===== src/logic/axil_wb_pkg.sv =====
////////////////////////////////////////////////////////////
// AXI-lite to Wishbone write bridge
// Shared widths and types
////////////////////////////////////////////////////////////

`default_nettype none

package axil_wb_pkg;

	// Bus widths
	localparam int AXI_ADDR_W = 28;
	localparam int DATA_W = 32;
	localparam int SEL_W = 4;

	// Byte offset bits dropped on the way to Wishbone
	localparam int ADDR_LSBS = 2;
	localparam int WB_ADDR_W = AXI_ADDR_W - ADDR_LSBS;

	// Response queue, 8 writes in flight
	localparam int LGFIFO = 3;
	localparam int FIFO_DEPTH = 1 << LGFIFO;

	typedef logic [AXI_ADDR_W-1:0] axi_addr_t;
	typedef logic [WB_ADDR_W-1:0] wb_addr_t;
	typedef logic [DATA_W-1:0] data_t;
	typedef logic [SEL_W-1:0] sel_t;

	// Queue pointer, extra top bit tells full from empty
	typedef logic [LGFIFO:0] ptr_t;

	// B channel response codes
	typedef logic [1:0] resp_t;
	localparam resp_t RESP_OKAY = 2'b00;
	localparam resp_t RESP_SLVERR = 2'b10;

	// One joined write, address already in words
	typedef struct packed
	{
		wb_addr_t addr;
		data_t data;
		sel_t sel;
	} wr_req_t;

endpackage

`default_nettype wire


===== src/logic/axil_write_join.sv =====
////////////////////////////////////////////////////////////
// AXI-lite AW/W join
////////////////////////////////////////////////////////////

`default_nettype none
`timescale 1ns/1ps

module axil_write_join
	import axil_wb_pkg::*;
(
	input wire i_clk,
	input wire w_reset,
	// Write address channel
	input wire i_axi_awvalid,
	output logic o_axi_awready,
	input wire axi_addr_t i_axi_awaddr,
	// Write data channel
	input wire i_axi_wvalid,
	output logic o_axi_wready,
	input wire data_t i_axi_wdata,
	input wire sel_t i_axi_wstrb,
	// Joined request toward the Wishbone master
	output wr_req_t o_req,
	output logic o_req_valid,
	input wire i_req_ready
);

	// Slot flags
	logic r_aw_full;
	logic r_w_full;

	// Slot contents
	wb_addr_t r_addr;
	data_t r_data;
	sel_t r_sel;

	// Handshakes
	logic w_aw_take;
	logic w_w_take;
	logic w_req_take;

	assign w_aw_take = i_axi_awvalid && o_axi_awready;
	assign w_w_take = i_axi_wvalid && o_axi_wready;
	assign w_req_take = o_req_valid && i_req_ready;

	////////////////////////////////////////////////////////////
	// Holding slots
	////////////////////////////////////////////////////////////

	// Address slot fills on AW, empties when the joined write leaves
	always_ff @(posedge i_clk)
	begin
		if (w_reset)
			r_aw_full <= 1'b0;
		else if (w_aw_take)
			r_aw_full <= 1'b1;
		else if (w_req_take)
			r_aw_full <= 1'b0;
	end

	// Data slot, same rule on W
	always_ff @(posedge i_clk)
	begin
		if (w_reset)
			r_w_full <= 1'b0;
		else if (w_w_take)
			r_w_full <= 1'b1;
		else if (w_req_take)
			r_w_full <= 1'b0;
	end

	// Word address only, byte offset goes away here
	always_ff @(posedge i_clk)
	begin
		if (w_aw_take)
			r_addr <= i_axi_awaddr[AXI_ADDR_W-1:ADDR_LSBS];
	end

	always_ff @(posedge i_clk)
	begin
		if (w_w_take)
		begin
			r_data <= i_axi_wdata;
			r_sel <= i_axi_wstrb;
		end
	end

	////////////////////////////////////////////////////////////
	// Outputs
	////////////////////////////////////////////////////////////

	// Ready while the slot is empty, so a stalled bridge stops both channels
	assign o_axi_awready = !r_aw_full;
	assign o_axi_wready = !r_w_full;

	// Request once both halves are held
	assign o_req_valid = r_aw_full && r_w_full;
	assign o_req = '{addr: r_addr, data: r_data, sel: r_sel};

	// Held request must not change before the master takes it
	a_req_stable: assert property (@(posedge i_clk) disable iff (w_reset)
		o_req_valid && !i_req_ready |=> o_req_valid && $stable(o_req));

endmodule

`default_nettype wire


===== src/logic/wb_write_master.sv =====
////////////////////////////////////////////////////////////
// Pipelined Wishbone write master
////////////////////////////////////////////////////////////

`default_nettype none
`timescale 1ns/1ps

module wb_write_master
	import axil_wb_pkg::*;
(
	input wire i_clk,
	input wire w_reset,
	// Joined request from the AW/W join
	input wire wr_req_t i_req,
	input wire i_req_valid,
	output logic o_req_ready,
	// Queue room from the response tracker
	input wire i_can_accept,
	output logic o_issue,
	// Completion pulses for the tracker
	output logic o_done_ack,
	output logic o_done_err,
	// Wishbone master side
	output logic o_wb_cyc,
	output logic o_wb_stb,
	output wb_addr_t o_wb_addr,
	output data_t o_wb_data,
	output sel_t o_wb_sel,
	input wire i_wb_ack,
	input wire i_wb_stall,
	input wire i_wb_err
);

	// Strobes taken by the slave but not yet acknowledged
	ptr_t r_outstanding;

	// Strobe register can take a new write this cycle
	logic w_slot_free;
	// Slave accepts the current strobe
	logic w_accept;

	assign w_slot_free = !o_wb_stb || !i_wb_stall;
	assign w_accept = o_wb_stb && !i_wb_stall;

	////////////////////////////////////////////////////////////
	// Request side
	////////////////////////////////////////////////////////////

	// Need a free strobe and a free queue entry
	assign o_req_ready = w_slot_free && i_can_accept;
	assign o_issue = i_req_valid && o_req_ready;

	// Bus answers only count inside a cycle
	assign o_done_ack = o_wb_cyc && i_wb_ack;
	assign o_done_err = o_wb_cyc && i_wb_err;

	////////////////////////////////////////////////////////////
	// Strobe and payload
	////////////////////////////////////////////////////////////

	// Err aborts the cycle, any pending strobe is dropped
	always_ff @(posedge i_clk)
	begin
		if (w_reset)
			o_wb_stb <= 1'b0;
		else if (o_done_err)
			o_wb_stb <= 1'b0;
		else if (o_issue)
			o_wb_stb <= 1'b1;
		else if (!i_wb_stall)
			o_wb_stb <= 1'b0;
	end

	// Only loaded when the strobe is free, so held through stall
	always_ff @(posedge i_clk)
	begin
		if (o_issue)
		begin
			o_wb_addr <= i_req.addr;
			o_wb_data <= i_req.data;
			o_wb_sel <= i_req.sel;
		end
	end

	////////////////////////////////////////////////////////////
	// Outstanding acknowledgments
	////////////////////////////////////////////////////////////

	// Up on accept, down on ack, both together leave it alone
	always_ff @(posedge i_clk)
	begin
		if (w_reset)
			r_outstanding <= '0;
		else if (o_done_err)
			r_outstanding <= '0;
		else
		begin
			case ({w_accept, o_done_ack})
			2'b10:
				r_outstanding <= r_outstanding + 1'b1;
			2'b01:
				r_outstanding <= r_outstanding - 1'b1;
			default:
				r_outstanding <= r_outstanding;
			endcase
		end
	end

	// Cycle held while a strobe waits or an ack is due
	assign o_wb_cyc = o_wb_stb || (r_outstanding != '0);

	// Tracker must keep the bus within the queue depth
	a_outstanding_bound: assert property (@(posedge i_clk) disable iff (w_reset)
		r_outstanding <= ptr_t'(FIFO_DEPTH));

endmodule

`default_nettype wire


===== src/logic/write_resp_tracker.sv =====
////////////////////////////////////////////////////////////
// Write response queue and B channel
////////////////////////////////////////////////////////////

`default_nettype none
`timescale 1ns/1ps

module write_resp_tracker
	import axil_wb_pkg::*;
(
	input wire i_clk,
	input wire w_reset,
	// Events from the Wishbone master
	input wire i_issue,
	input wire i_done_ack,
	input wire i_done_err,
	// Flow control back to the master
	output logic o_can_accept,
	// AXI write response channel
	output logic o_axi_bvalid,
	input wire i_axi_bready,
	output resp_t o_axi_bresp
);

	// Issued, completed and answered write counts
	ptr_t r_first;
	ptr_t r_mid;
	ptr_t r_last;

	// Position of the erroring write
	ptr_t r_err_loc;
	logic r_err_state;

	// Derived queue state
	ptr_t w_fill;
	ptr_t w_next_last;
	ptr_t w_err_seen;
	ptr_t w_err_span;
	logic w_full;
	logic w_b_take;

	assign w_fill = r_first - r_last;
	assign w_full = (w_fill == ptr_t'(FIFO_DEPTH));
	assign w_next_last = r_last + 1'b1;
	assign w_b_take = o_axi_bvalid && i_axi_bready;

	// No new writes while full or while the error drains
	assign o_can_accept = !w_full && !r_err_state;

	////////////////////////////////////////////////////////////
	// Pointers
	////////////////////////////////////////////////////////////

	always_ff @(posedge i_clk)
	begin
		if (w_reset)
			r_first <= '0;
		else if (i_issue)
			r_first <= r_first + 1'b1;
	end

	// In error state walk over the abandoned writes one per cycle
	always_ff @(posedge i_clk)
	begin
		if (w_reset)
			r_mid <= '0;
		else if (i_done_ack || i_done_err)
			r_mid <= r_mid + 1'b1;
		else if (r_err_state && (r_mid != r_first))
			r_mid <= r_mid + 1'b1;
	end

	always_ff @(posedge i_clk)
	begin
		if (w_reset)
			r_last <= '0;
		else if (w_b_take)
			r_last <= w_next_last;
	end

	////////////////////////////////////////////////////////////
	// Error state
	////////////////////////////////////////////////////////////

	// The erroring write sits at the current middle pointer
	always_ff @(posedge i_clk)
	begin
		if (i_done_err)
			r_err_loc <= r_mid;
	end

	// Left once every issued write got its B beat
	always_ff @(posedge i_clk)
	begin
		if (w_reset)
			r_err_state <= 1'b0;
		else if (i_done_err)
			r_err_state <= 1'b1;
		else if (r_first == r_last)
			r_err_state <= 1'b0;
	end

	////////////////////////////////////////////////////////////
	// B channel
	////////////////////////////////////////////////////////////

	// Normally answers up to mid, in error state up to first
	always_ff @(posedge i_clk)
	begin
		if (w_reset)
			o_axi_bvalid <= 1'b0;
		else if (i_done_ack || i_done_err)
			o_axi_bvalid <= 1'b1;
		else if (w_b_take)
		begin
			if (r_err_state)
				o_axi_bvalid <= (w_next_last != r_first);
			else
				o_axi_bvalid <= (w_next_last != r_mid);
		end
	end

	// Distances from the error position, modulo the pointer width
	assign w_err_seen = r_last - r_err_loc;
	assign w_err_span = r_first - r_err_loc;

	// Writes before the error still get OKAY
	assign o_axi_bresp = (r_err_state && (w_err_seen < w_err_span)) ?
		RESP_SLVERR : RESP_OKAY;

	// Never more writes in flight than the queue can answer
	a_fill_bound: assert property (@(posedge i_clk) disable iff (w_reset)
		w_fill <= ptr_t'(FIFO_DEPTH));

endmodule

`default_nettype wire


===== src/logic/axil_wb_write_bridge.sv =====
////////////////////////////////////////////////////////////
// AXI-lite write to Wishbone bridge
////////////////////////////////////////////////////////////

`default_nettype none
`timescale 1ns/1ps

module axil_wb_write_bridge
	import axil_wb_pkg::*;
(
	input wire i_clk,
	input wire w_reset,
	// AXI-lite write slave
	input wire i_axi_awvalid,
	output wire o_axi_awready,
	input wire axi_addr_t i_axi_awaddr,
	input wire i_axi_wvalid,
	output wire o_axi_wready,
	input wire data_t i_axi_wdata,
	input wire sel_t i_axi_wstrb,
	output wire o_axi_bvalid,
	input wire i_axi_bready,
	output wire resp_t o_axi_bresp,
	// Pipelined Wishbone master
	output wire o_wb_cyc,
	output wire o_wb_stb,
	output wire wb_addr_t o_wb_addr,
	output wire data_t o_wb_data,
	output wire sel_t o_wb_sel,
	input wire i_wb_ack,
	input wire i_wb_stall,
	input wire i_wb_err
);

	// Join to master
	wr_req_t w_req;
	logic w_req_valid;
	logic w_req_ready;

	// Master and tracker
	logic w_can_accept;
	logic w_issue;
	logic w_done_ack;
	logic w_done_err;

	axil_write_join u_join (
		.i_clk(i_clk),
		.w_reset(w_reset),
		.i_axi_awvalid(i_axi_awvalid),
		.o_axi_awready(o_axi_awready),
		.i_axi_awaddr(i_axi_awaddr),
		.i_axi_wvalid(i_axi_wvalid),
		.o_axi_wready(o_axi_wready),
		.i_axi_wdata(i_axi_wdata),
		.i_axi_wstrb(i_axi_wstrb),
		.o_req(w_req),
		.o_req_valid(w_req_valid),
		.i_req_ready(w_req_ready)
	);

	wb_write_master u_master (
		.i_clk(i_clk),
		.w_reset(w_reset),
		.i_req(w_req),
		.i_req_valid(w_req_valid),
		.o_req_ready(w_req_ready),
		.i_can_accept(w_can_accept),
		.o_issue(w_issue),
		.o_done_ack(w_done_ack),
		.o_done_err(w_done_err),
		.o_wb_cyc(o_wb_cyc),
		.o_wb_stb(o_wb_stb),
		.o_wb_addr(o_wb_addr),
		.o_wb_data(o_wb_data),
		.o_wb_sel(o_wb_sel),
		.i_wb_ack(i_wb_ack),
		.i_wb_stall(i_wb_stall),
		.i_wb_err(i_wb_err)
	);

	// Sees only issue and completion pulses, never the bus
	write_resp_tracker u_tracker (
		.i_clk(i_clk),
		.w_reset(w_reset),
		.i_issue(w_issue),
		.i_done_ack(w_done_ack),
		.i_done_err(w_done_err),
		.o_can_accept(w_can_accept),
		.o_axi_bvalid(o_axi_bvalid),
		.i_axi_bready(i_axi_bready),
		.o_axi_bresp(o_axi_bresp)
	);

endmodule

`default_nettype wire


===== config.mk =====
export PLATFORM = sky130hd
export DESIGN_NAME = axil_wb_write_bridge
export DESIGN_NICKNAME = d
export VERILOG_FILES = /design/src/logic/axil_wb_pkg.sv /design/src/logic/axil_write_join.sv /design/src/logic/wb_write_master.sv /design/src/logic/write_resp_tracker.sv /design/src/logic/axil_wb_write_bridge.sv
export SDC_FILE = /design/constraint.sdc
export NUM_CORES = 1
export LEC_CHECK = 0
export ABC_AREA = 1
export BUFFER_PORTS_ARGS = -buffer_cell sky130_fd_sc_hd__clkbuf_2
export CAP_MARGIN = 0
export CORE_ASPECT_RATIO = 1.75
export CORE_MARGIN = 5
export CORE_UTILIZATION = 37
export CTS_CLUSTER_DIAMETER = 50
export DETAILED_ROUTE_END_ITERATION = 7
export RECOVER_POWER = 50
export REMOVE_ABC_BUFFERS = 1
export SETUP_SLACK_MARGIN = 0.2
export SYNTH_ARGS = -nofsm -noshare
export SYNTH_HDL_FRONTEND = slang
export SYNTH_SLANG_ARGS = --single-unit

===== constraint.sdc =====
create_clock -name i_clk -period 7.3 [get_ports i_clk]
set_input_delay 0.73 -clock i_clk [delete_from_list [all_inputs] [get_ports i_clk]]
set_output_delay 0.73 -clock i_clk [all_outputs]
set_load 0.01 [all_outputs]

; Word-level counts from Yosys, hierarchy flattened
; Cells that the tools add are included.
[word_totals]
out_inout_bits = 69
reg_bits = 149
word_cells = 76
[classes]
n_lt_le_gt_ge = 1
n_mux = 14
reduce_logical = 29
eq_ne = 8
n_addsub = 8
[ops]
columns = cell, count
row1 = adder 4 x 1 -> 4 bit (second input constant), 4
row2 = logical AND 1 bit, 12
row3 = != test 4 bit, 3
row4 = nonzero test 2 bit, 6
row5 = subtractor 4 bit, 3
row6 = 2-to-1 mux 1 bit, 10
row7 = 2-to-1 mux 4 bit, 2
row8 = case mux 4 bit (2 select lines), 1
row9 = logical NOT 1 bit, 6
row10 = equality test 4 bit, 1
row11 = equality test 4 bit (second input constant), 1
row12 = < comparator 4 bit, 1
row13 = nonzero test 4 bit, 1
row14 = subtractor 4 x 1 -> 4 bit (second input constant), 1
row15 = logical OR 1 bit, 3
row16 = equality test 2 x 1 -> 1 bit (second input constant), 1
row17 = equality test 2 bit (second input constant), 1
row18 = 2-to-1 mux 2 bit, 1
row19 = != test 2 x 1 -> 1 bit (second input constant), 1
row20 = OR reduction 2 bit, 1

; Depth between registers and ports, before layout
[depth]
ltp_word = 8
ltp_mapped = 13
depth_no_buf = 13

; Modules after synthesis
; A second synthesis with hierarchy kept.
[hier_totals]
cells_unflattened = 383
area_unflattened_um2 = 5535.3
[modules_own_cells]
columns = mod, area_per_inst_um2, n_inst, seq_area_each_um2, cells_per_inst
row1 = wb_write_master, 2232.1, 1, 1961.9, 119
row2 = axil_write_join, 1965.6, 1, 1901.8, 79
row3 = write_resp_tracker, 1337.5, 1, 400.4, 185

; Least setup slack after synthesis
; No wires, ideal clock.
[synth_path]
path_kind = input port to flip-flop
startpoint = input i_axi_wvalid
endpoint = register u_join.r_data[0] (enable)
arrival_time_ps = 2306
path_buffers = 0
setup_time_ps = 430
setup_slack_ps = 4564
path_stages = 2
required_time_ps = 6870
path_cell_list = inv_1 -> nor2_1
[synth_via]
elab_chain_cells = 1
[synth_lines]
columns = element, line
row1 = from (decl), axil_wb_write_bridge.sv:17  ; input wire i_axi_wvalid,
row2 = logical AND 1 bit, axil_write_join.sv:43  ; assign w_w_take = i_axi_wvalid && o_axi_wready;
row3 = via u_join.w_w_take, axil_write_join.sv:39  ; logic w_w_take;
row4 = to (signal assigned), axil_write_join.sv:83  ; r_data <= i_axi_wdata;
row5 = to (decl), axil_write_join.sv:34  ; data_t r_data;
; The timed path passes the listed nets, and every way through them passes these cells.
; A chain may end at the register's enable or synchronous reset.

; Final worst setup path
[layout_path]
startpoint = register u_tracker.r_last[0]
endpoint = output o_axi_bresp[1]
[layout_via]
elab_chain_cells = 4
[layout_lines]
columns = element, line
row1 = from (decl), write_resp_tracker.sv:28  ; ptr_t r_last;
row2 = from (signal assigned), write_resp_tracker.sv:78  ; r_last <= w_next_last;
row3 = subtractor 4 bit, write_resp_tracker.sv:124  ; assign w_err_seen = r_last - r_err_loc;
row4 = < comparator 4 bit, write_resp_tracker.sv:128  ; assign o_axi_bresp = (r_err_state && (w_err_seen < w_err_span)) ?
row5 = logical AND 1 bit, write_resp_tracker.sv:128
row6 = 2-to-1 mux 2 bit, write_resp_tracker.sv:128
row7 = to (decl), axil_wb_write_bridge.sv:23  ; output wire resp_t o_axi_bresp,
; Every way passes these cells.

==> impl_metrics.tcl <==
set metrics [dict create \
    finalHoldWorstSlack_ns 0.412 \
    ys_warn_count 0 \
    detailedRoute.firstIterationViolations 128 \
    r2r_start "u_tracker.r_last[1]" \
    std_cell_rows 59 \
    reg2reg_to "u_master.o_wb_addr[25]" \
    worst_slew_margin_rel_pct 27.9 \
    placed_cells_incl_taps 697 \
    power.sequential.fraction_pct 46.2 \
    timing.critical_path.to "o_axi_bresp[1]" \
    unrepaired_setup_endpoints_after_global_routing "no" \
    timing.reg2reg.setup_slack_ns 4.77 \
    yosys.cell_count.top_type "sky130_fd_sc_hd__edfxtp_1" \
    critPathSlowestCell "sky130_fd_sc_hd__fa_1" \
    num_antenna_cells 0 \
    crit_cells 10 \
    post-place-ws_ns 4.35 \
    drt-total-wl_mm 11.2 \
    timing.critical_path.slowest_cell_delay_ns 0.48 \
    number_of_synthesized_register_bits 149 \
    grt_first_pass_wirelength_mm 17.3 \
    residual_antenna_violating_net_count_after_detailed_routing 0 \
    report.final.hold_viol_count 0 \
    postLayoutSetupSlackWorst_ns 3.93 \
    tritoncts_clock_tree "yes" \
    cp-end-kind "output port" \
    worst_ep_required_time_ns 6.57 \
    finalPower_uw 2280 \
    worst_ir_drop_vdd_mv 0.132 \
    post_layout_nonfiller_instances 729 \
    critPathTopFamily "adder cells" \
    crit_path_max_fanout 7 \
    core_mm2 0.0148 \
    timing.final.max_slew_violations 0 \
    synth_area_mm2 0.00559 \
    synth.largest_area_cell "sky130_fd_sc_hd__edfxtp_1" \
    drive_gt1_share_pct 32.6 \
    syn-instance-count 380 \
    finalWeightedCongestion 0.797 \
    remaining_drc_errors 0 \
    via_count_of_the_first_global_routing_pass 3430 \
    internal_power_uw 1660 \
    timing.critical_path.buf_inv 3 \
    max-clock-path-buffers 2 \
    hold_class "flop to flop" \
    cts_buffers 17 \
    final.setup_skew_ns 0.00853 \
    timing_worst_setup_path_type "flop to output port" \
    timing.critical_path.from_type "flop" \
    floorplan.io_pins 141 \
    numPortBuffers 137 \
    fin_tns_setup_ns 0 \
    ys_types 34 \
    post_cts.repair.setup_buffers 0 \
    reg_clk_slew_reported_paths_ns 0.07 \
    worst_skew_pair_later_pin_latency_ns 0.41 \
    yosysTopAreaCellShare_pct 68.7 \
    dominantRegCellSynth "sky130_fd_sc_hd__edfxtp_1" \
    num_vias 3343 \
    floorplan.die.width_um 103 \
    crit_arrival_ns 2.64 \
    grt_antenna_before_repair 0 \
    layout_worst_path_cycle_share_pct 46.2 \
    power.switching_fraction_pct 27.1 \
    grt_start_max_net_pins 60 \
    grtUsageTotal_pct 12.7 \
    clkSinkCount 149 \
    drt_pass1_iterations 4 \
    max_cap_viol_count 0 \
    cts-root-buf "sky130_fd_sc_hd__clkbuf_16" \
    post_synth_main_area_contributors "sky130_fd_sc_hd__edfxtp_1, sky130_fd_sc_hd__dfxtp_1, sky130_fd_sc_hd__nand2_1" \
    cts.hold.buffers_added 0 \
    status "finished clean" \
    power_density_mw_per_mm2 322 \
    avgViaCountPerCell 4.59 \
    synthToLayoutAreaGrowth_pct 26.4 \
    fmaxAchievable_mhz 297 \
    reg2regPathDepth 11 \
    path_cells "inv_1, ha_1, fa_1, inv_1, ha_1, a21boi_0, o211ai_1, nand2_1, nor2_1, clkbuf_2" \
    net-switching-power_uw 618 \
    post_cts_resized 0 \
    syn-mean-instance-area_um2 14.7 \
    timing.critical_path.from "u_tracker.r_last[0]" \
    power_leakage_uw 0.00293 \
    final_period_minus_worst_setup_slack_ns 3.37 \
    cts_htree_levels 4 \
    dp.final_hpwl_mm 8.55 \
    power.clock.fraction_pct 38.6 \
    grt_overflow_total 0 \
    yosysSeqAreaShare_pct 76.2 \
    worst_pin_slew_ns 1.08 \
    routed_wire_length_per_instance_um 15.4 \
    dieArea_mm2 0.0178 \
    num-nets-final 625 \
    synth-edff-count 128 \
    start_util_pct 37.7 \
    ys_async_sr_fraction_pct 0 \
    p_comb_share_pct 15.2 \
    netlist_top_cells_count "sky130_fd_sc_hd__edfxtp_1, sky130_fd_sc_hd__nand2_1, sky130_fd_sc_hd__inv_1, sky130_fd_sc_hd__nand3_1, sky130_fd_sc_hd__dfxtp_1" \
    setup_viol 0 \
    vertical_extent_of_the_die_um 173 \
]
layer usage:
metal / GRT usage (%) / part of all wire [%] / wire, µm
met5: 0 / 0 / 0
met4: 4.59 / 1.6 / 174
met3: 3.47 / 7.9 / 888
met1: 13.7 / 37 / 4160
met2: 22.9 / 53 / 6000
power by group through the flow:
| stage | registers [µW] | logic, µW | clock network (µW) |
|---|---|---|---|
| detailed placement | 1070 | 360 | 0 |
| finish | 1050 | 346 | 879 |
| floorplan | 1070 | 233 | 0 |
| global placement | 1070 | 346 | 0 |
| global route | 1060 | 400 | 943 |
| CTS | 1060 | 361 | 905 |
flip-flops by register name, indices dropped and copies added (netlist names), 4 cells and up:
| name | cells |
|---|---|
| u_master.o_wb_sel | 4 |
| u_master.r_outstanding | 4 |
| u_join.r_data | 32 |
| u_master.o_wb_data | 32 |
| u_join.r_addr | 26 |
| u_master.o_wb_addr | 26 |
| u_join.r_sel | 4 |
| u_tracker.r_err_loc | 4 |
| u_tracker.r_first | 4 |
| u_tracker.r_mid | 4 |
| u_tracker.r_last | 4 |
worst min-delay path by stage:
stage               cells past startpoint         startpoint                     end  slack [ns]
finish                                  0  u_join.r_addr[10]  u_master.o_wb_addr[10]        0.41
CTS                                     0  u_join.r_addr[10]  u_master.o_wb_addr[10]        0.41
global placement                        0  u_join.r_addr[18]  u_master.o_wb_addr[18]        0.40
detailed placement                      0  u_join.r_addr[10]  u_master.o_wb_addr[10]        0.40
floorplan                               0   u_join.r_addr[0]   u_master.o_wb_addr[0]        0.40
global route                            0   u_join.r_data[0]   u_master.o_wb_data[0]        0.42
worst register-to-register path: stages (launching register included):
cell and delay (ns):
sky130_fd_sc_hd__dfxtp_1 0.44, sky130_fd_sc_hd__inv_1 0.16, sky130_fd_sc_hd__ha_1 0.32, sky130_fd_sc_hd__nand2_1 0.05, sky130_fd_sc_hd__nand2_1 0.08, sky130_fd_sc_hd__inv_1 0.04, sky130_fd_sc_hd__nand2_1 0.05, sky130_fd_sc_hd__nand2_1 0.08
sky130_fd_sc_hd__nand3_4 0.09, sky130_fd_sc_hd__nand2_4 0.09, sky130_fd_sc_hd__inv_2 0.12, sky130_fd_sc_hd__buf_4 0.60
placed cells by master, fill, tap and decap left out, types with 2 or more instances in the layout:
cell,count
sky130_fd_sc_hd__edfxtp_1,128
sky130_fd_sc_hd__nand2_2,3
sky130_fd_sc_hd__fa_1,2
sky130_fd_sc_hd__inv_8,4
sky130_fd_sc_hd__bufinv_16,2
sky130_fd_sc_hd__nand2_1,65
sky130_fd_sc_hd__a21oi_2,3
sky130_fd_sc_hd__clkbuf_2,128
sky130_fd_sc_hd__dfxtp_1,21
sky130_fd_sc_hd__nor2_4,2
sky130_fd_sc_hd__ha_1,18
sky130_fd_sc_hd__clkbuf_1,10
sky130_fd_sc_hd__inv_6,6
sky130_fd_sc_hd__nand4_1,4
sky130_fd_sc_hd__a21oi_1,17
sky130_fd_sc_hd__o21ai_0,4
sky130_fd_sc_hd__clkbuf_16,17
sky130_fd_sc_hd__inv_2,4
sky130_fd_sc_hd__xnor2_1,5
sky130_fd_sc_hd__nand3_1,22
sky130_fd_sc_hd__xor2_1,13
sky130_fd_sc_hd__o211ai_1,2
sky130_fd_sc_hd__inv_1,36
sky130_fd_sc_hd__nor2_1,13
logic make-up after synthesis:
| kind of cell | share of synthesized area, % |
|---|---|
| DFF | 76.2 |
| and+or+nand+nor | 9.26 |
| buffers and inverters | 3.65 |
| AOI/OAI and AO/OA | 3.24 |
| adders and majority gates | 4.74 |
| xor gates and xnor gates | 2.82 |
| other | 0.0670 |
cell type report:
type	instances	area, µm²
Clock inverter	15	178
Clock buffer	17	425
Multi-Input combinational cell	184	1130
Fill cell	1324	7770
Tap cell	183	229
Timing Repair Buffer	139	686
Sequential cell	149	4260
Inverter	42	161
through the flow:
| step | cell area (µm²) | utilization, % |
|---|---|---|
| 4_1_cts | 7090 | 47.8 |
| 3_5_place_dp | 6490 | 43.7 |
| 3_3_place_gp | 6490 | 43.7 |
| 5_1_grt | 7070 | 47.7 |
| 2_1_floorplan | 5550 | - |
| 6_report | 7070 | 47.7 |
(Power assumes the default switching activity.)
